`config.mk`:
```
export PLATFORM = sky130hd
export DESIGN_NAME = cpu_top
export DESIGN_NICKNAME = d
export VERILOG_FILES = /design/src/hw/isa_pkg.sv /design/src/hw/bus_pkg.sv /design/src/hw/cpu_top.sv /design/src/hw/addr_regs.sv /design/src/hw/alu_unit.sv /design/src/hw/instr_decoder.sv /design/src/hw/bus_cycle_ctrl.sv
export SDC_FILE = /design/constraint.sdc
export NUM_CORES = 1
export LEC_CHECK = 0
export BUFFER_PORTS_ARGS = -buffer_cell sky130_fd_sc_hd__buf_2
export CAP_MARGIN = 20
export CORE_MARGIN = 8
export CORE_UTILIZATION = 47
export CTS_CLUSTER_DIAMETER = 30
export CTS_CLUSTER_SIZE = 14
export DETAILED_ROUTE_END_ITERATION = 16
export SYNTH_ARGS = -nofsm -noshare
export SYNTH_HDL_FRONTEND = slang
export SYNTH_SLANG_ARGS = --single-unit
```
`constraint.sdc`:
```
create_clock -name clk -period 9.3 [get_ports clk]
set_clock_uncertainty 0.15 [all_clocks]
set_input_delay 0.93 -clock clk [delete_from_list [all_inputs] [get_ports clk]]
set_output_delay 0.93 -clock clk [all_outputs]
set_load 0.02 [all_outputs]
```
`src/hw/isa_pkg.sv`:
```
package isa_pkg;

   localparam logic [7:0] OPC_NOP   = 8'h00;
   localparam logic [7:0] OPC_MVI_A = 8'h3e;
   localparam logic [7:0] OPC_JMP   = 8'hc3;
   localparam logic [7:0] OPC_OUT   = 8'hd3;

   // group in bits 7:6 and the operation or condition in bits 5:3
   localparam int GRP_HI = 7;
   localparam int GRP_LO = 6;
   localparam int SEL_HI = 5;
   localparam int SEL_LO = 3;
   localparam int LOW_HI = 2;
   localparam int LOW_LO = 0;

   localparam logic [1:0] GRP_ACC  = 2'b00;
   localparam logic [1:0] GRP_IMM  = 2'b11;
   localparam logic [2:0] LOW_ACC  = 3'b111;
   localparam logic [2:0] LOW_ALUI = 3'b110;
   localparam logic [2:0] LOW_JCC  = 3'b010;
   // DAA slot of the accumulator group, runs as a no-op here
   localparam logic [2:0] SEL_DAA  = 3'b100;

   // immediates take {0, sel}, accumulator group takes {1, sel}
   typedef enum logic [3:0] {
      ALU_ADD  = 4'h0,
      ALU_ADC  = 4'h1,
      ALU_SUB  = 4'h2,
      ALU_SBB  = 4'h3,
      ALU_AND  = 4'h4,
      ALU_XOR  = 4'h5,
      ALU_OR   = 4'h6,
      ALU_CMP  = 4'h7,
      ALU_RLC  = 4'h8,
      ALU_RRC  = 4'h9,
      ALU_RAL  = 4'ha,
      ALU_RAR  = 4'hb,
      ALU_LOAD = 4'hc,
      ALU_CMA  = 4'hd,
      ALU_STC  = 4'he,
      ALU_CMC  = 4'hf
   } alu_op_e;

   typedef enum logic [2:0] {
      COND_NZ,
      COND_Z,
      COND_NC,
      COND_C,
      COND_PO,
      COND_PE,
      COND_P,
      COND_M
   } cond_e;

   typedef enum logic [1:0] {
      CYC_FETCH,
      CYC_READ,
      CYC_IO_WRITE
   } cyc_kind_e;

   typedef struct packed {
      logic s;
      logic z;
      logic p;
      logic c;
   } psw_t;

   typedef struct packed {
      cyc_kind_e kind;
      logic      m1;
   } mcycle_t;

   typedef struct packed {
      alu_op_e alu_op;
      logic    strobe;
   } exec_ctrl_t;

   // pc_inc and the wz loads are qualified by data_strobe in addr_regs
   typedef struct packed {
      logic pc_inc;
      logic wz_lo_load;
      logic wz_hi_load;
      logic pc_from_wz;
      logic addr_load;
      logic port_sel;
   } addr_ctrl_t;

endpackage

```
`src/hw/bus_pkg.sv`:
```
package bus_pkg;

   localparam int ADDR_W = 16;
   localparam int DATA_W = 8;

   // status byte bit positions on dout during T1, the other bits stay zero
   localparam int STAT_MEMR = 7;
   localparam int STAT_M1   = 5;
   localparam int STAT_OUT  = 4;
   localparam int STAT_WO_N = 1;

   typedef logic [ADDR_W-1:0] addr_t;
   typedef logic [DATA_W-1:0] byte_t;

   // a machine cycle runs T1, T2, any number of TW, then T3
   typedef enum logic [1:0] {
      T1,
      T2,
      TW,
      T3
   } tstate_e;

   // levels of the bus control pins
   typedef struct packed {
      logic sync;
      logic dbin;
      logic wr_n;
      // drives the wait pin, high in every TW
      logic waiting;
   } bus_ctrl_t;

endpackage
```
`src/hw/cpu_top.sv`:
```
`timescale 1ns/10ps

module cpu_top
   import bus_pkg::*, isa_pkg::*;
(
   input  logic      clk,
   input  logic      reset,
   output addr_t     addr,
   input  byte_t     din,
   output byte_t     dout,
   input  logic      ready,
   output bus_ctrl_t bus
);

   mcycle_t    cyc;
   exec_ctrl_t exec;
   addr_ctrl_t actl;
   psw_t       flags;
   byte_t      acc;
   logic       data_strobe;
   logic       cycle_end;

   bus_cycle_ctrl i_bus (
      .clk         (clk),
      .reset       (reset),
      .ready       (ready),
      .cyc         (cyc),
      .acc         (acc),
      .tstate      (),
      .data_strobe (data_strobe),
      .cycle_end   (cycle_end),
      .bus         (bus),
      .dout        (dout)
   );

   instr_decoder i_dec (
      .clk         (clk),
      .reset       (reset),
      .din         (din),
      .data_strobe (data_strobe),
      .cycle_end   (cycle_end),
      .flags       (flags),
      .cyc         (cyc),
      .exec        (exec),
      .actl        (actl)
   );

   alu_unit i_alu (
      .clk         (clk),
      .reset       (reset),
      .din         (din),
      .data_strobe (data_strobe),
      .exec        (exec),
      .acc         (acc),
      .flags       (flags)
   );

   addr_regs i_addr (
      .clk         (clk),
      .reset       (reset),
      .din         (din),
      .data_strobe (data_strobe),
      .actl        (actl),
      .addr        (addr)
   );

endmodule

```
`src/hw/addr_regs.sv`:
```
`timescale 1ns/10ps

module addr_regs
   import bus_pkg::*, isa_pkg::*;
(
   input  logic       clk,
   input  logic       reset,
   input  byte_t      din,
   input  logic       data_strobe,
   input  addr_ctrl_t actl,
   output addr_t      addr
);

   addr_t pc;
   addr_t wz;
   addr_t pc_seq;
   addr_t addr_nxt;

   assign pc_seq = pc + addr_t'(1);

   // I/O port number shows on both halves of the address bus
   always_comb
   begin
      if (actl.port_sel)
         addr_nxt = {wz[7:0], wz[7:0]};
      else if (actl.pc_from_wz)
         addr_nxt = wz;
      else
         addr_nxt = pc;
   end

   always_ff @(posedge clk or posedge reset)
   begin
      if (reset)
      begin
         pc   <= '0;
         wz   <= '0;
         addr <= '0;
      end
      else
      begin
         if (actl.pc_from_wz)
            pc <= wz;
         else if (data_strobe && actl.pc_inc)
            pc <= pc_seq;
         if (data_strobe && actl.wz_lo_load)
            wz[7:0] <= din;
         if (data_strobe && actl.wz_hi_load)
            wz[15:8] <= din;
         // held from T3 through the whole next machine cycle
         if (actl.addr_load)
            addr <= addr_nxt;
      end
   end

endmodule

```
`src/hw/alu_unit.sv`:
```
`timescale 1ns/10ps

module alu_unit
   import bus_pkg::*, isa_pkg::*;
(
   input  logic       clk,
   input  logic       reset,
   input  byte_t      din,
   input  logic       data_strobe,
   input  exec_ctrl_t exec,
   output byte_t      acc,
   output psw_t       flags
);

   byte_t      opnd;
   byte_t      x;
   byte_t      res;
   logic [8:0] sum;
   logic       sub_op;
   logic       cin;
   logic       c_nxt;
   logic       upd_szp;
   logic       upd_c;
   logic       acc_we;

   // picks up every byte read, the immediate is the last one before T3
   always_ff @(posedge clk)
   begin
      if (data_strobe)
         opnd <= din;
   end

   // subtraction adds the inverted operand, so carry out means no borrow
   assign sub_op = exec.alu_op inside {ALU_SUB, ALU_SBB, ALU_CMP};
   assign x      = sub_op ? ~opnd : opnd;

   always_comb
   begin
      case (exec.alu_op)
         ALU_ADC:          cin = flags.c;
         ALU_SUB, ALU_CMP: cin = 1'b1;
         ALU_SBB:          cin = !flags.c;
         default:          cin = 1'b0;
      endcase
   end

   assign sum = {1'b0, acc} + {1'b0, x} + {8'd0, cin};

   always_comb
   begin
      case (exec.alu_op)
         ALU_AND:          res = acc & opnd;
         ALU_XOR:          res = acc ^ opnd;
         ALU_OR:           res = acc | opnd;
         ALU_RLC:          res = {acc[6:0], acc[7]};
         ALU_RRC:          res = {acc[0], acc[7:1]};
         ALU_RAL:          res = {acc[6:0], flags.c};
         ALU_RAR:          res = {flags.c, acc[7:1]};
         ALU_CMA:          res = ~acc;
         ALU_STC, ALU_CMC: res = acc;
         ALU_LOAD:         res = opnd;
         default:          res = sum[7:0];
      endcase
   end

   always_comb
   begin
      case (exec.alu_op)
         ALU_AND, ALU_XOR, ALU_OR: c_nxt = 1'b0;
         ALU_RLC, ALU_RAL:         c_nxt = acc[7];
         ALU_RRC, ALU_RAR:         c_nxt = acc[0];
         ALU_STC:                  c_nxt = 1'b1;
         ALU_CMC:                  c_nxt = !flags.c;
         default:                  c_nxt = sub_op ? !sum[8] : sum[8];
      endcase
   end

   assign upd_szp = exec.alu_op inside {ALU_ADD, ALU_ADC, ALU_SUB, ALU_SBB,
                                        ALU_AND, ALU_XOR, ALU_OR, ALU_CMP};
   assign upd_c   = upd_szp
                    || exec.alu_op inside {ALU_RLC, ALU_RRC, ALU_RAL, ALU_RAR, ALU_STC, ALU_CMC};
   // compare sets the flags and keeps A
   assign acc_we  = (exec.alu_op != ALU_CMP);

   always_ff @(posedge clk or posedge reset)
   begin
      if (reset)
      begin
         acc   <= '0;
         flags <= '0;
      end
      else if (exec.strobe)
      begin
         if (acc_we)
            acc <= res;
         if (upd_szp)
         begin
            flags.s <= res[7];
            flags.z <= (res == '0);
            flags.p <= ~^res;
         end
         if (upd_c)
            flags.c <= c_nxt;
      end
   end

endmodule

```
`src/hw/instr_decoder.sv`:
```
`timescale 1ns/10ps

module instr_decoder
   import bus_pkg::*, isa_pkg::*;
(
   input  logic       clk,
   input  logic       reset,
   input  byte_t      din,
   input  logic       data_strobe,
   input  logic       cycle_end,
   input  psw_t       flags,
   output mcycle_t    cyc,
   output exec_ctrl_t exec,
   output addr_ctrl_t actl
);

   typedef enum logic [1:0] {
      M1,
      M2,
      M3
   } mstate_e;

   mstate_e   mstate;
   mstate_e   mstate_nxt;
   cyc_kind_e nxt_kind;
   byte_t     ir;
   cond_e     cond;
   logic      grp_acc;
   logic      grp_alui;
   logic      grp_jcc;
   logic      is_mvi;
   logic      is_jmp;
   logic      is_out;
   logic      is_jump;
   logic      cond_met;
   logic      exec_here;

   // opcode is taken straight from the pins in M1
   always_ff @(posedge clk or posedge reset)
   begin
      if (reset)
      begin
         ir     <= OPC_NOP;
         mstate <= M1;
      end
      else
      begin
         if (data_strobe && mstate == M1)
            ir <= din;
         if (cycle_end)
            mstate <= mstate_nxt;
      end
   end

   assign grp_acc  = ir[GRP_HI:GRP_LO] == GRP_ACC && ir[LOW_HI:LOW_LO] == LOW_ACC
                     && ir[SEL_HI:SEL_LO] != SEL_DAA;
   assign grp_alui = ir[GRP_HI:GRP_LO] == GRP_IMM && ir[LOW_HI:LOW_LO] == LOW_ALUI;
   assign grp_jcc  = ir[GRP_HI:GRP_LO] == GRP_IMM && ir[LOW_HI:LOW_LO] == LOW_JCC;
   assign is_mvi   = (ir == OPC_MVI_A);
   assign is_jmp   = (ir == OPC_JMP);
   assign is_out   = (ir == OPC_OUT);
   assign is_jump  = is_jmp || grp_jcc;

   assign cond = cond_e'(ir[SEL_HI:SEL_LO]);

   always_comb
   begin
      case (cond)
         COND_NZ: cond_met = !flags.z;
         COND_Z:  cond_met = flags.z;
         COND_NC: cond_met = !flags.c;
         COND_C:  cond_met = flags.c;
         COND_PO: cond_met = !flags.p;
         COND_PE: cond_met = flags.p;
         COND_P:  cond_met = !flags.s;
         default: cond_met = flags.s;
      endcase
   end

   // next machine cycle, sampled by the bus controller at the end of T3
   always_comb
   begin
      mstate_nxt = M1;
      nxt_kind   = CYC_FETCH;
      case (mstate)
         M1:
            if (is_mvi || grp_alui || is_out || is_jump)
            begin
               mstate_nxt = M2;
               nxt_kind   = CYC_READ;
            end
         M2:
            if (is_out || is_jump)
            begin
               mstate_nxt = M3;
               nxt_kind   = is_out ? CYC_IO_WRITE : CYC_READ;
            end
         default:
            mstate_nxt = M1;
      endcase
   end

   assign cyc.kind = nxt_kind;
   assign cyc.m1   = (nxt_kind == CYC_FETCH);

   // accumulator group runs in M1, immediates once their operand is in
   always_comb
   begin
      case (mstate)
         M1:      exec_here = grp_acc;
         M2:      exec_here = is_mvi || grp_alui;
         default: exec_here = 1'b0;
      endcase
   end

   assign exec.alu_op = is_mvi ? ALU_LOAD : alu_op_e'({grp_acc, ir[SEL_HI:SEL_LO]});
   assign exec.strobe = cycle_end && exec_here;

   // only the io_write cycle of OUT leaves PC alone
   assign actl.pc_inc     = !(mstate == M3 && is_out);
   assign actl.wz_lo_load = (mstate == M2);
   assign actl.wz_hi_load = (mstate == M3) && is_jump;
   assign actl.pc_from_wz = cycle_end && mstate == M3 && (is_jmp || (grp_jcc && cond_met));
   assign actl.addr_load  = cycle_end;
   assign actl.port_sel   = (nxt_kind == CYC_IO_WRITE);

endmodule

```
`src/hw/bus_cycle_ctrl.sv`:
```
`timescale 1ns/10ps

module bus_cycle_ctrl
   import bus_pkg::*, isa_pkg::*;
(
   input  logic      clk,
   input  logic      reset,
   input  logic      ready,
   input  mcycle_t   cyc,
   input  byte_t     acc,
   output tstate_e   tstate,
   output logic      data_strobe,
   output logic      cycle_end,
   output bus_ctrl_t bus,
   output byte_t     dout
);

   tstate_e tstate_nxt;
   mcycle_t cur;
   logic    xfer_nxt;
   logic    is_write;

   always_comb
   begin
      case (tstate)
         T1:      tstate_nxt = T2;
         T2, TW:  tstate_nxt = ready ? T3 : TW;
         default: tstate_nxt = T1;
      endcase
   end

   assign data_strobe = (tstate == T2 || tstate == TW) && ready;
   assign cycle_end   = (tstate == T3);
   assign is_write    = (cur.kind == CYC_IO_WRITE);
   assign xfer_nxt    = (tstate_nxt == T2 || tstate_nxt == TW);

   // reset parks the machine in T3, the first edge afterwards opens a T1
   always_ff @(posedge clk or posedge reset)
   begin
      if (reset)
      begin
         tstate <= T3;
         cur    <= '{kind: CYC_FETCH, m1: 1'b1};
         bus    <= '{sync: 1'b0, dbin: 1'b0, wr_n: 1'b1, waiting: 1'b0};
      end
      else
      begin
         tstate <= tstate_nxt;
         // the decoder's request becomes the running cycle
         if (cycle_end)
            cur <= cyc;
         bus.sync    <= (tstate_nxt == T1);
         bus.dbin    <= xfer_nxt && !is_write;
         bus.wr_n    <= !(xfer_nxt && is_write);
         bus.waiting <= (tstate_nxt == TW);
      end
   end

   // status byte in T1, accumulator while a write is on the bus
   always_comb
   begin
      dout = '0;
      if (tstate == T1)
      begin
         dout[STAT_MEMR] = (cur.kind == CYC_FETCH || cur.kind == CYC_READ);
         dout[STAT_M1]   = cur.m1;
         dout[STAT_OUT]  = is_write;
         dout[STAT_WO_N] = !is_write;
      end
      else if (is_write && (tstate == T2 || tstate == TW))
         dout = acc;
   end

endmodule

```
== Word-level counts from Yosys, hierarchy flattened ==
Cells that the tools add are included.

* Register bits after elaboration: 87
* Output and inout bits: 28

* Multiplexer cells: 27
* Add/sub/neg operators: 3
* Eq/ne operators: 40
* Reduce and logical (&&, ||, !) cells: 59
* Bitwise gates (word level): 5

{| class="wikitable"
|+ Operators with widths
! cell !! number
|-
| one-hot mux 8 bit (10 select lines) || 1
|-
| two-way mux 16 bit || 4
|-
| equality test 4 bit (second input constant) || 8
|-
| logical AND 1 bit || 18
|-
| adder 16 x 1 -> 16 bit (second input constant) || 1
|-
| equality test 4 x 3 -> 1 bit (second input constant) || 4
|-
| equality test 8 bit (second input constant) || 2
|-
| two-way mux 8 bit || 2
|-
| inverter 8 bit || 2
|-
| equality test 3 bit (second input constant) || 5
|-
| equality test 2 bit (second input constant) || 7
|-
| zero test 2 bit || 6
|-
| one-hot mux 2 bit (2 select lines) || 3
|-
| logical OR 1 bit || 10
|-
| two-way mux 2 bit || 5
|-
| OR reduction 2 bit || 5
|-
| adder 8 x 8 -> 9 bit || 1
|-
| adder 9 x 1 -> 9 bit || 1
|-
| equality test 3 x 2 -> 1 bit (second input constant) || 3
|-
| AND 8 bit || 1
|-
| equality test 2 x 1 -> 1 bit (second input constant) || 4
|-
| equality test 4 x 2 -> 1 bit (second input constant) || 2
|-
| equality test 8 x 6 -> 1 bit (second input constant) || 1
|-
| zero test 1 bit || 8
|-
| 22 further kinds || 30
|}

== Depth between registers and ports, before layout ==
Gate-level depths: netlist (run 1).

* Depth in word-level cells: 12
* Depth in mapped cells: 18

== Modules after synthesis ==
From an unflattened synthesis (run 1), not the netlist that was laid out.

* Cell total of the unflattened synthesis: 620
* Area total of the unflattened synthesis: 5941.9 um2

{| class="wikitable"
|+ By module, submodules not included
! module !! area each (um2) !! cells an instance !! instances
|-
| addr_regs || 2382.3 || 216 || 1
|-
| alu_unit || 2352.3 || 281 || 1
|-
| instr_decoder || 768.2 || 85 || 1
|-
| bus_cycle_ctrl || 439.2 || 38 || 1
|}

== Worst setup path before layout (run 1) ==
Ideal clock, no wire load.

* Path type: reg-to-reg
* From: register i_dec.ir[6]
* To: register i_alu.flags[1] (netlist name)
* Data required time: 9.025 ns
* Buffers on the path: 0
* Slack: 5.307 ns
* Stages on the path, launching flop included: 15
* Data arrival time: 3.718 ns
* Period minus slack after synthesis: 3.993 ns
* Cells stage by stage: dfrtp_1 and4bb_2 a21oi_1 o21ai_2 xnor2_1 fa_1 a21o_1 and4_1 a311oi_1 o21ai_0 a211oi_2 ha_1 xnor2_1 xnor2_1 mux2_2

* Cells in the longest elaborated chain, start to end: 11

{| class="wikitable"
|+ Ends and longest elaborated chain
! element !! line !! RTL
|-
| start, declared || instr_decoder.sv:26 || <nowiki>byte_t ir;</nowiki>
|-
| start signal, assigned || instr_decoder.sv:49 || <nowiki>ir <= din;</nowiki>
|-
| zero test 2 bit || instr_decoder.sv:55 || <nowiki>assign grp_acc = ir[GRP_HI:GRP_LO] == GRP_ACC && ir[LOW_HI:LOW_LO] == LOW_ACC</nowiki>
|-
| logical AND 1 bit || instr_decoder.sv:55 ||
|-
| logical AND 1 bit || instr_decoder.sv:56 || <nowiki>&& ir[SEL_HI:SEL_LO] != SEL_DAA;</nowiki>
|-
| two-way mux 4 bit || instr_decoder.sv:116 || <nowiki>assign exec.alu_op = is_mvi ? ALU_LOAD : alu_op_e'({grp_acc, ir[SEL_HI:SEL_LO]});</nowiki>
|-
| equality test 4 x 2 -> 1 bit / equality test 4 x 3 -> 1 bit (equally long branches) || alu_unit.sv:34, alu_unit.sv:39, alu_unit.sv:78 ||
|-
| nonzero test 3 bit || alu_unit.sv:34 || <nowiki>assign sub_op = exec.alu_op inside {ALU_SUB, ALU_SBB, ALU_CMP};</nowiki>
|-
| two-way mux 8 bit || alu_unit.sv:35 || <nowiki>assign x = sub_op ? ~opnd : opnd;</nowiki>
|-
| adder 8 x 8 -> 9 bit || alu_unit.sv:47 || <nowiki>assign sum = {1'b0, acc} + {1'b0, x} + {8'd0, cin};</nowiki>
|-
| adder 9 x 1 -> 9 bit || alu_unit.sv:47 ||
|-
| one-hot mux 8 bit (10 select lines) || alu_unit.sv:51 || <nowiki>case (exec.alu_op)</nowiki>
|-
| XNOR reduction 8 bit || alu_unit.sv:100 || <nowiki>flags.p <= ~^res;</nowiki>
|}

Several ways; a longest one is shown, not always the timed one.
A chain may end at the register's enable or synchronous reset.

== Final worst setup path (run 1) ==
* From: register i_dec.ir[6]
* To: register i_alu.flags[1] (netlist name)

* Cells in the longest elaborated chain, start to end: 11

{| class="wikitable"
|+ Ends and longest elaborated chain
! element !! line
|-
| zero test 2 bit || instr_decoder.sv:55
|-
| logical AND 1 bit || instr_decoder.sv:55
|-
| logical AND 1 bit || instr_decoder.sv:56
|-
| two-way mux 4 bit || instr_decoder.sv:116
|-
| equality test 4 x 2 -> 1 bit / equality test 4 x 3 -> 1 bit (equally long branches) || alu_unit.sv:34, alu_unit.sv:39, alu_unit.sv:78
|-
| nonzero test 3 bit || alu_unit.sv:34
|-
| two-way mux 8 bit || alu_unit.sv:35
|-
| adder 8 x 8 -> 9 bit || alu_unit.sv:47
|-
| adder 9 x 1 -> 9 bit || alu_unit.sv:47
|-
| one-hot mux 8 bit (10 select lines) || alu_unit.sv:51
|-
| XNOR reduction 8 bit || alu_unit.sv:100
|}

Several ways; a longest one is shown, not always the timed one.

==> flow_metrics.tcl, run 1 <==
set metrics [dict create \
    core_area_um2 12000 \
    netlist.top_cell.by_area "sky130_fd_sc_hd__dfrtp_1" \
    via_count_of_the_first_global_routing_pass 4648 \
    max-clock-path-buffers 2 \
    synth_cell_type_count 76 \
    totalWireLength_um 16400 \
    syn-cell-area_um2 5760 \
    finalSetupViolations 0 \
    via_per_inst 6.17 \
    grt_first_pass_wirelength_um 26400 \
    antenna_cells 0 \
    worst_slew_pin_tran_ns 0.924 \
    ant_nets 0 \
    globalRoute.totalOverflow 0 \
    first_pass_iters 6 \
    cts_htree_levels 3 \
    grt_max_degree 80 \
    fillerInstances 1097 \
    placement_rows 40 \
    maximum_vdd_ir_drop_mv 0.175 \
    timing.max_slew.rel_slack 0.384 \
    finalCritPeriodShare 0.501 \
    timing.hold.worst.start "i_addr.addr[3]$_DFFE_PP0N_" \
    worst_ep_required_time_ns 9.38 \
    syn_inst 611 \
    timing.critical_path.to_type "flop" \
    synth_most_common_cell "sky130_fd_sc_hd__dfrtp_1" \
    initial_core_util 0.479 \
    drc_errors 0 \
    cts_tree "built" \
    synth-seq-area-share 0.386 \
    cts_resized 0 \
    async_flop_share 0.908 \
    r2r-start "i_dec.ir[6]$_DFFE_PP0P_" \
    fmax_ghz 0.215 \
    drive_above_1_share 0.174 \
    synthTopCellsByCount "75 x sky130_fd_sc_hd__dfrtp_1, 50 x sky130_fd_sc_hd__nand2_1, 49 x sky130_fd_sc_hd__nor2_1" \
    cts_inserted_buffers 9 \
    critical_path.startpoint_type "flop" \
    hold_class "reg2reg" \
    detail_route.iter0.violations 438 \
    run_status "complete, no violations" \
    drv.max_cap_violation_count 0 \
    critical_path_type "reg2reg" \
    synth_fp_nets 656 \
    synth_top_flop_cell "sky130_fd_sc_hd__dfrtp_1" \
    clkTransAtPathRegs_ns 0.06 \
    cellPowerDensity_nw_per_um2 390 \
    grt_util_all_layers 0.210 \
    reg2reg_depth 14 \
    route.detailed.wl_per_inst_um 20.9 \
    post-cts-setup-buffer-count 0 \
    numClockSinks 87 \
    routed-via-count 4840 \
    whs_endpoint "i_addr.addr[3]$_DFFE_PP0N_" \
    finalNetCount 679 \
    area_growth_syn_to_layout_pct 10.2 \
    report.final.hold_viol_count 0 \
    routabilityCongestion 0.921 \
    reg2reg_setup_slack_ns 4.64 \
    crit_fanout 16 \
    postCtsHoldBufs 0 \
    grt_antenna_before_repair 0 \
    floorplan.die_area_um2 16100 \
    regToRegEndpoint "i_alu.flags[1]$_DFFE_PP0P_" \
    synth_enable_flop_cells 8 \
    leakage_nw 2.80 \
    hold_depth 2 \
    number_of_synthesized_register_bits 87 \
    io_pins 39 \
    count_of_warnings_emitted_by_yosys 0 \
    syn-mean-instance-area_um2 9.43 \
    post-route-cell-area_um2 6340 \
    die-height_um 127 \
    io_buffer_count 38 \
    floorplan.die.width_um 127 \
    final.setup.tns_ns 0 \
    post_dp_cell_area_um2 5980 \
    unrepaired_setup_endpoints_after_global_routing "false" \
    timing.final.max_slew_violations 0 \
    yosys-top-cells-area "sky130_fd_sc_hd__dfrtp_1 33%, sky130_fd_sc_hd__ha_1 7.0%, sky130_fd_sc_hd__mux2_2 5.3%" \
    place.detailed.hpwl_um 11900 \
    cts-root-buf "sky130_fd_sc_hd__clkbuf_16" \
    worstSkewPairLatency_ns 0.34 \
    cp.arrival_ns 4.74 \
    fin_crit_ns 4.66 \
    synth_largest_type_area_fraction 0.326 \
]
## sequential cells by signal (all words and copies together) (netlist names), 3 cells and up
| register | flops |
|---|---|
| i_addr.addr | 16 |
| i_bus.cur | 3 |
| i_alu.flags | 4 |
| i_dec.ir | 8 |
| i_addr.pc | 16 |
| i_bus.bus | 4 |
| i_addr.wz | 16 |
| i_alu.opnd | 8 |
| i_alu.acc | 8 |
## stage by stage
step	std cells	utilization	setup WS, ns	power [mW]	hold slack, ns
after CTS	782	0.524	4.64	2.46	0.336
after detailed placement	767	0.498	4.66	2.07	0.320
after global routing	785	0.528	4.30	2.67	0.358
after floorplan	611	-	5.31	1.72	0.304
final	785	0.528	4.64	2.47	0.335
after global placement	767	0.498	4.83	2.05	0.314
## area by class of cell
type | count | area [um^2] | share of cell area
Multi-Input combinational cell | 457 | 3230 | 0.509
Sequential cell | 87 | 2220 | 0.350
Clock buffer | 12 | 268 | 0.0422
Timing Repair Buffer | 43 | 255 | 0.0402
Tap cell | 147 | 184 | 0.0290
Inverter | 36 | 136 | 0.0215
Clock inverter | 3 | 47.5 | 0.00749
## kinds of logic after synthesis
kind of cell | Yosys count | share of synthesized area
flip-flops | 87 | 0.386
AND/OR/NAND/NOR | 188 | 0.166
adder cells (fa/ha/maj) | 34 | 0.0765
buffers and inverters | 67 | 0.0530
AO/OA/AOI/OAI | 165 | 0.196
XOR/XNOR | 33 | 0.0502
multiplexers | 37 | 0.0719
## placed cells by master, fill, tap and decap left out, drive strengths merged, types with 10 or more instances in the layout
cell type  instances
dfrtp             75
nand2             51
nor2              49
o21ai             44
buf               43
a21oi             38
inv               36
ha                32
mux2              29
xnor2             25
and2              14
clkbuf            12
nand3             11
and3              11
nor3              10
## worst max-delay path, stage by stage, from the launching register on
cell and delay (ns):
sky130_fd_sc_hd__dfrtp_1 0.41, sky130_fd_sc_hd__and4bb_2 0.52, sky130_fd_sc_hd__a21oi_1 0.17, sky130_fd_sc_hd__o21ai_2 0.57, sky130_fd_sc_hd__xnor2_1 0.17, sky130_fd_sc_hd__fa_1 0.44
sky130_fd_sc_hd__a21o_1 0.20, sky130_fd_sc_hd__and4_1 0.19, sky130_fd_sc_hd__a311oi_1 0.37, sky130_fd_sc_hd__o21ai_0 0.20, sky130_fd_sc_hd__a211oi_2 0.29, sky130_fd_sc_hd__ha_1 0.30
sky130_fd_sc_hd__xnor2_1 0.19, sky130_fd_sc_hd__xnor2_1 0.09, sky130_fd_sc_hd__mux2_2 0.26
## power breakdown
| part | total, mW | switching (mW) | internal, mW |
|---|---|---|---|
| Clock | 0.385 | 0.153 | 0.232 |
| Combinational | 1.33 | 0.764 | 0.566 |
| Sequential | 0.759 | 0.221 | 0.538 |
| Total | 2.47 | 1.14 | 1.34 |
## how the worst max path moves through the flow
stage                                  startpoint                          to  slack [ns]  cells after the start
after floorplan           i_dec.ir[6]$_DFFE_PP0P_  i_alu.flags[1]$_DFFE_PP0P_        5.31                     14
after global routing      i_dec.ir[6]$_DFFE_PP0P_  i_alu.flags[1]$_DFFE_PP0P_        4.30                     14
after detailed placement  i_dec.ir[7]$_DFFE_PP0P_  i_alu.flags[1]$_DFFE_PP0P_        4.66                     14
after CTS                 i_dec.ir[6]$_DFFE_PP0P_  i_alu.flags[1]$_DFFE_PP0P_        4.64                     14
after global placement    i_dec.ir[6]$_DFFE_PP0P_  i_alu.flags[1]$_DFFE_PP0P_        4.83                     14
final                     i_dec.ir[6]$_DFFE_PP0P_  i_alu.flags[1]$_DFFE_PP0P_        4.64                     14
## per-layer routing
metal / GRT usage / wire (um) / share of wire
met1: 0.301 / 7700 / 0.47
met2: 0.309 / 7200 / 0.44
met3: 0.0440 / 1210 / 0.073
met4: 0.0630 / 331 / 0.020
met5: 0 / 0 / 0
Power figures use the tool's default switching activity.
==> run 2: changes to the inputs <==
- ABC_AREA: not set -> 1
- clock period: 9.3 -> 4.3 ns (I/O delays scaled with it)
==> run 2 against run 1 <==
Compared with the run above:
- clock power rose by 110%
- largest power group unchanged
- synthesized cell count grew 33%
- combinational power is 83% higher
- worst setup slack got worse by 4.3 ns
- maximum frequency grew 19%
- register-to-register slack got worse by 4.3 ns
- sequential power grew 83%
- hold slack got worse by 0.31 ns
- final cell count grew 31%
- non-clock buffer count increased by 4
==> flow_metrics.tcl, run 2 <==
set metrics [dict create \
    number_of_synthesized_register_bits 87 \
    initial_core_util 0.473 \
    die-height_um 128 \
    numClockSinks 87 \
    grt_max_degree 43 \
    worst_ep_required_time_ns 4.41 \
    fin_cells 1026 \
    first_pass_iters 5 \
    critical_path_type "reg2reg" \
    totalWireLength_um 17000 \
    route.detailed.wl_per_inst_um 16.6 \
    synth_most_common_cell "sky130_fd_sc_hd__nand2_1" \
    place.detailed.hpwl_um 13200 \
    area_growth_syn_to_layout_pct 11.1 \
    most_common_cell_after_layout_fill_and_taps_aside "sky130_fd_sc_hd__nand2_1" \
    power_report.internal_total_mw 2.42 \
    count_of_warnings_emitted_by_yosys 0 \
    timing.final.ws_setup_ns 0.385 \
    r2r-start "i_dec.ir[4]$_DFFE_PP0P_" \
    detail_route.iter0.violations 331 \
    drc_errors 0 \
    critical_path.startpoint_type "flop" \
    floorplan.die.width_um 128 \
    place_worst_setup_slack_ns 0.292 \
    drive_above_1_share 0.111 \
    hold_ws_ns 0.0251 \
    finalNetCount 894 \
    io_pins 39 \
    unrepaired_setup_endpoints_after_global_routing "false" \
    cp.arrival_ns 4.03 \
    reg2reg_depth 22 \
    synth_enable_flop_cells 8 \
    synth_cell_type_count 42 \
    post_dp_cell_area_um2 6240 \
    ant_nets 0 \
    core_area_um2 12500 \
    final.setup.tns_ns 0 \
    via_count_of_the_first_global_routing_pass 5399 \
    timing.critical_path.to_type "flop" \
    hold_class "in2async" \
    postCtsHoldBufs 0 \
    reg2reg_setup_slack_ns 0.39 \
    power_switching_share 0.478 \
    grt_util_all_layers 0.220 \
    syn-cell-area_um2 5900 \
    placement_rows 41 \
    clkTransAtPathRegs_ns 0.08 \
    timing.final.max_slew_violations 0 \
    report.final.hold_viol_count 0 \
    cts_htree_levels 3 \
    grt_antenna_before_repair 0 \
    timing.max_slew.rel_slack 0.501 \
    yosys-top-cells-area "sky130_fd_sc_hd__dfrtp_1 32%, sky130_fd_sc_hd__nand2_1 17%, sky130_fd_sc_hd__ha_1 6.8%" \
    grt_first_pass_wirelength_um 28100 \
    cts_tree "built" \
    layout.cells.most_common_list "260 x sky130_fd_sc_hd__nand2_1, 93 x sky130_fd_sc_hd__inv_1, 76 x sky130_fd_sc_hd__nand3_1, 73 x sky130_fd_sc_hd__dfrtp_1, 58 x sky130_fd_sc_hd__o21ai_0" \
    p_sw_mw 2.21 \
    async_flop_share 0.908 \
    post-route-cell-area_um2 6560 \
    final_core_util 0.526 \
    synth-seq-area-share 0.377 \
    drv.max_cap_violation_count 0 \
    via_per_inst 5.28 \
    syn-mean-instance-area_um2 7.24 \
    worstSkewPairLatency_ns 0.35 \
    fillerInstances 1263 \
    maximum_vdd_ir_drop_mv 0.323 \
    synthTopCellsByCount "260 x sky130_fd_sc_hd__nand2_1, 94 x sky130_fd_sc_hd__inv_1, 76 x sky130_fd_sc_hd__nand3_1" \
    run_status "complete, no violations" \
    p_comb_frac 0.525 \
    max-clock-path-buffers 2 \
    routabilityCongestion 0.925 \
    floorplan.die_area_um2 16400 \
    globalRoute.totalOverflow 0 \
    leading_registers_by_flop_count "i_addr.addr x16, i_addr.pc x16, i_addr.wz x16" \
    finalSetupViolations 0 \
    clockPowerShare 0.175 \
    cellPowerDensity_nw_per_um2 706 \
    cts-root-buf "sky130_fd_sc_hd__clkbuf_16" \
    netlist.top_cell.by_area "sky130_fd_sc_hd__dfrtp_1" \
    io_buffer_count 38 \
    crit_fanout 14 \
    antenna_cells 0 \
    cts_inserted_buffers 9 \
    synth_top_flop_cell "sky130_fd_sc_hd__dfrtp_1" \
    dpl.cell_count 1010 \
    synth_fp_nets 860 \
    regToRegEndpoint "i_alu.flags[1]$_DFFE_PP0P_" \
    synth_largest_type_area_fraction 0.318 \
    seq_power_share 0.300 \
    finalCritPeriodShare 0.910 \
    design_power_total_mw 4.63 \
    worst_slew_pin_tran_ns 0.747 \
    syn_inst 815 \
    leakage_nw 3.38 \
    routed-via-count 5422 \
    fin_crit_ns 3.91 \
    fmax_ghz 0.255 \
]
-- run 2: changes by cell type after synthesis, sizes merged, moves of 16 or more --
cell	delta
nand2	+217
a21oi	-16
mux2	-29
o21ai	+21
inv	+62
xnor2	-20
xor2	+17
nand3	+65
-- run 2: cell type report --
class / instances / area [um^2] / share of cell area
multi-input combinational: 606 / 3180 / 0.485
sequential: 87 / 2220 / 0.339
inverter: 98 / 369 / 0.0563
timing repair buffer: 47 / 258 / 0.0393
clock buffer: 9 / 225 / 0.0344
tap: 172 / 215 / 0.0328
clock inverter: 7 / 86.3 / 0.0132
-- run 2: worst max path at each step --
stage | start | endpoint | cells past startpoint | slack, ns
after floorplan | i_dec.ir[3]$_DFFE_PP0P_ | i_alu.flags[1]$_DFFE_PP0P_ | 24 | 0.67
after global placement | i_dec.ir[4]$_DFFE_PP0P_ | i_alu.flags[1]$_DFFE_PP0P_ | 22 | 0.41
after detailed placement | i_dec.ir[4]$_DFFE_PP0P_ | i_alu.flags[1]$_DFFE_PP0P_ | 22 | 0.29
after CTS | i_dec.ir[4]$_DFFE_PP0P_ | i_alu.flags[1]$_DFFE_PP0P_ | 22 | 0.28
after global routing | i_dec.ir[3]$_DFFE_PP0P_ | i_alu.flags[1]$_DFFE_PP0P_ | 22 | 0.03
final | i_dec.ir[4]$_DFFE_PP0P_ | i_alu.flags[1]$_DFFE_PP0P_ | 22 | 0.39
-- run 2: metal layers --
metal	track usage	wire length, um	up-vias
met5	0	0	-
met2	0.387	8660	114
met1	0.260	7280	2564
li1	-	-	2701
met4	0.0951	591	0
met3	0.0362	524	43
-- run 2: timing repair --
item,CTS,global route
setup endpoints to repair,0,1
setup buffers,0,0
resized for setup,0,2
-- run 2: power by group through the flow --
stage	clock network [mW]	logic, mW	registers, mW
3_5_place_dp	0	2.44	1.40
6_report	0.811	2.43	1.39
4_1_cts	0.831	2.45	1.39
2_1_floorplan	0	1.79	1.39
5_1_grt	0.861	2.75	1.43
3_3_place_gp	0	2.39	1.39
-- run 2: critical path, cell delays in order, from the launching register on --
cell	delay [ns]
sky130_fd_sc_hd__dfrtp_2	0.51
sky130_fd_sc_hd__nor2_4	0.16
sky130_fd_sc_hd__nand2_2	0.09
sky130_fd_sc_hd__nand2_2	0.14
sky130_fd_sc_hd__nand2_4	0.14
sky130_fd_sc_hd__inv_1	0.12
sky130_fd_sc_hd__o211ai_1	0.13
sky130_fd_sc_hd__xor2_1	0.21
sky130_fd_sc_hd__fa_1	0.23
sky130_fd_sc_hd__inv_1	0.06
sky130_fd_sc_hd__fa_1	0.40
sky130_fd_sc_hd__inv_1	0.09
sky130_fd_sc_hd__nand4_1	0.10
sky130_fd_sc_hd__o211ai_1	0.15
sky130_fd_sc_hd__xor2_1	0.17
sky130_fd_sc_hd__nand2_1	0.06
sky130_fd_sc_hd__nand3_1	0.10
sky130_fd_sc_hd__inv_1	0.05
sky130_fd_sc_hd__ha_1	0.30
sky130_fd_sc_hd__xnor2_1	0.19
sky130_fd_sc_hd__xnor2_1	0.14
sky130_fd_sc_hd__nand2_1	0.06
sky130_fd_sc_hd__o21ai_0	0.07
-- run 2: cell families (layout without fill, tap and decap cells) --
kind of cell,count (synthesis),in the layout,share of synthesized area
compound gates,106,106,0.103
xor+xnor,30,30,0.0445
flops,87,87,0.377
fa+ha+maj,34,34,0.0746
buf+inv,122,161,0.0852
simple gates,436,436,0.316
==> run 3: changes to the inputs <==
- PLACE_DENSITY_LB_ADDON: not set -> 0.1
==> run 3 against run 2 <==
Compared with the run above:
- first-iteration DRC count up 13%
- flip-flop and latch count unchanged
- critical path depth unchanged
- non-clock buffer count up 1
- largest cell class unchanged
- global-route usage down 0.23 points
- highest routed layer unchanged
- die area unchanged
- critical path type unchanged
- power up 0.47%
- worst setup slack better by 0.047 ns
- maximum frequency up 1.2%
- final area up 0.52%
- via count up 0.98%
==> flow_metrics.tcl, run 3 (synthesized netlist as in run 2, its figures left out) <==
set metrics [dict create \
    global_route.peak_usage_layer "met2" \
    multi_input_gate_area_in_the_final_layout_um2 3180 \
    worst_slew_pin_tran_ns 0.698 \
    cp_slowest_cell "sky130_fd_sc_hd__dfrtp_2" \
    unrepaired_setup_endpoints_after_global_routing "false" \
    final.setup.tns_ns 0 \
    critical_path.startpoint_type "flop" \
    crit_top_cell "sky130_fd_sc_hd__inv_1" \
    cts_htree_levels 3 \
    routabilityCongestion 0.959 \
    p_sw_mw 2.17 \
    timing.final.max_slew_violations 0 \
    fmax_ghz 0.259 \
    leakage_nw 3.39 \
    layout.cells.most_common_list "260 x sky130_fd_sc_hd__nand2_1, 93 x sky130_fd_sc_hd__inv_1, 76 x sky130_fd_sc_hd__nand3_1, 73 x sky130_fd_sc_hd__dfrtp_1, 58 x sky130_fd_sc_hd__o21ai_0" \
    critical_path_type "reg2reg" \
    die-height_um 128 \
    final_core_util 0.529 \
    p_comb_frac 0.521 \
    cellPowerDensity_nw_per_um2 706 \
    grt_util_all_layers 0.218 \
    finalNetCount 895 \
    numClockSinks 87 \
    crit_chain "nor2_4 > nand2_2 > nand2_2 > nand2_4 > inv_1 > o211ai_1 > xor2_1 > fa_1 > inv_1 > fa_1 > inv_1 > nand4_1 > o211ai_1 > xor2_1 > nand2_1 > nand3_1 > inv_1 > ha_1 > xnor2_1 > xnor2_1 > nand2_1 > o21ai_0" \
    grt_first_pass_wirelength_um 27800 \
    cts-root-buf "sky130_fd_sc_hd__clkbuf_16" \
    seq_power_share 0.299 \
    globalRoute.totalOverflow 0 \
    fin_crit_ns 3.87 \
    dpl.cell_count 1009 \
    report.final.hold_viol_count 0 \
    clkTransAtPathRegs_ns 0.07 \
    floorplan.die_area_um2 16400 \
    cts_inserted_buffers 9 \
    post-route-cell-area_um2 6590 \
    drc_errors 0 \
    power_report.internal_total_mw 2.48 \
    global_route.usage.met2 0.386 \
    via_count_of_the_first_global_routing_pass 5297 \
    routed-via-count 5475 \
    core_area_um2 12500 \
    fillerInstances 1277 \
    area_growth_syn_to_layout_pct 11.6 \
    most_common_cell_after_layout_fill_and_taps_aside "sky130_fd_sc_hd__nand2_1" \
    drive_above_1_share 0.110 \
    worstSkewPairLatency_ns 0.35 \
    clockPowerShare 0.180 \
    timing.critical_path.to_type "flop" \
    hold_class "in2reg" \
    io_pins 39 \
    placement_rows 41 \
    fin_cells 1027 \
    ant_nets 0 \
    design_power_total_mw 4.65 \
    place.detailed.hpwl_um 13200 \
    initial_core_util 0.473 \
    maximum_vdd_ir_drop_mv 0.286 \
    post_dp_cell_area_um2 6230 \
    crit_fanout 14 \
    first_pass_iters 5 \
    seq_area_um2 2220 \
    groute.layer.met1.usage 0.254 \
    detail_route.iter0.violations 373 \
    floorplan.die.width_um 128 \
    max-clock-path-buffers 2 \
    grt.met3_usage 0.0358 \
    route.detailed.wl_per_inst_um 16.7 \
    cts_tree "built" \
    finalCritPeriodShare 0.899 \
    power_switching_share 0.466 \
    path_delay_family "adder cells" \
    grt_max_degree 54 \
    timing.max_slew.rel_slack 0.534 \
    critPathMaxStageDelay_ns 0.50 \
    finalSetupViolations 0 \
    antenna_cells 0 \
    via_per_inst 5.33 \
    io_buffer_count 38 \
    cp_num_buf_inv 4 \
    drv.max_cap_violation_count 0 \
    leading_registers_by_flop_count "i_addr.addr x16, i_addr.pc x16, i_addr.wz x16" \
    grt_antenna_before_repair 0 \
    run_status "complete, no violations" \
    totalWireLength_um 17200 \
    worst_ep_required_time_ns 4.42 \
    cp.arrival_ns 3.98 \
]
-- run 3: area by class of cell --
type	instances	share of cell area
Clock inverter	5	0.00930
Inverter	98	0.0560
Clock buffer	11	0.0385
Multi-Input combinational cell	606	0.482
Timing Repair Buffer	48	0.0437
Tap cell	172	0.0327
Sequential cell	87	0.338
-- run 3: path summary, 6_finish.rpt --
| kind | end | startpoint | slack [ns] | depth (start not counted) |
|---|---|---|---|---|
| min in group asynchronous | i_addr.addr[12]$_DFFE_PP0N_ | reset | 0.33 | 3 |
| max in group asynchronous | i_bus.tstate[1]$_DFF_PP1_ | reset | 2.75 | 5 |
| setup reg to reg | i_alu.flags[1]$_DFFE_PP0P_ | i_dec.ir[3]$_DFFE_PP0P_ | 0.43 | 22 |
| hold / removal | i_alu.opnd[0]$_DFFE_PP_ | din[0] | 0.13 | 1 |
| hold reg to reg | i_bus.cur[1]$_DFFE_PP0N_ | i_bus.cur[1]$_DFFE_PP0N_ | 0.34 | 2 |
| setup / recovery | i_alu.flags[1]$_DFFE_PP0P_ | i_dec.ir[3]$_DFFE_PP0P_ | 0.43 | 22 |
-- run 3: power by group through the flow --
stage | combinational (mW) | sequential (mW) | clock (mW)
final | 2.42 | 1.39 | 0.838
after global routing | 2.74 | 1.43 | 0.883
after CTS | 2.42 | 1.39 | 0.854
after detailed placement | 2.41 | 1.40 | 0
after global placement | 2.37 | 1.39 | 0
after floorplan | 1.79 | 1.39 | 0
-- run 3: timing repair --
| action | in CTS | in global routing |
|---|---|---|
| hold buffers | 0 | 1 |
| endpoints found under the setup margin | 0 | 1 |
| setup buffers | 0 | 0 |
| gates resized for setup | 0 | 2 |
| endpoints found under the hold margin | 0 | 3 |
-- run 3: through the flow --
stage	hold slack [ns]	worst slack, ns
global route	0.122	0.0529
finish	0.127	0.432
detailed placement	0.329	0.379
global placement	0.318	0.448
floorplan	0.300	0.672
CTS	0.116	0.354
-- run 3: layer usage --
metal  part of all wire  routed length (um)
met1               0.43                7330
met2               0.51                8780
met3              0.032                 544
met4              0.029                 503
met5                  0                   0
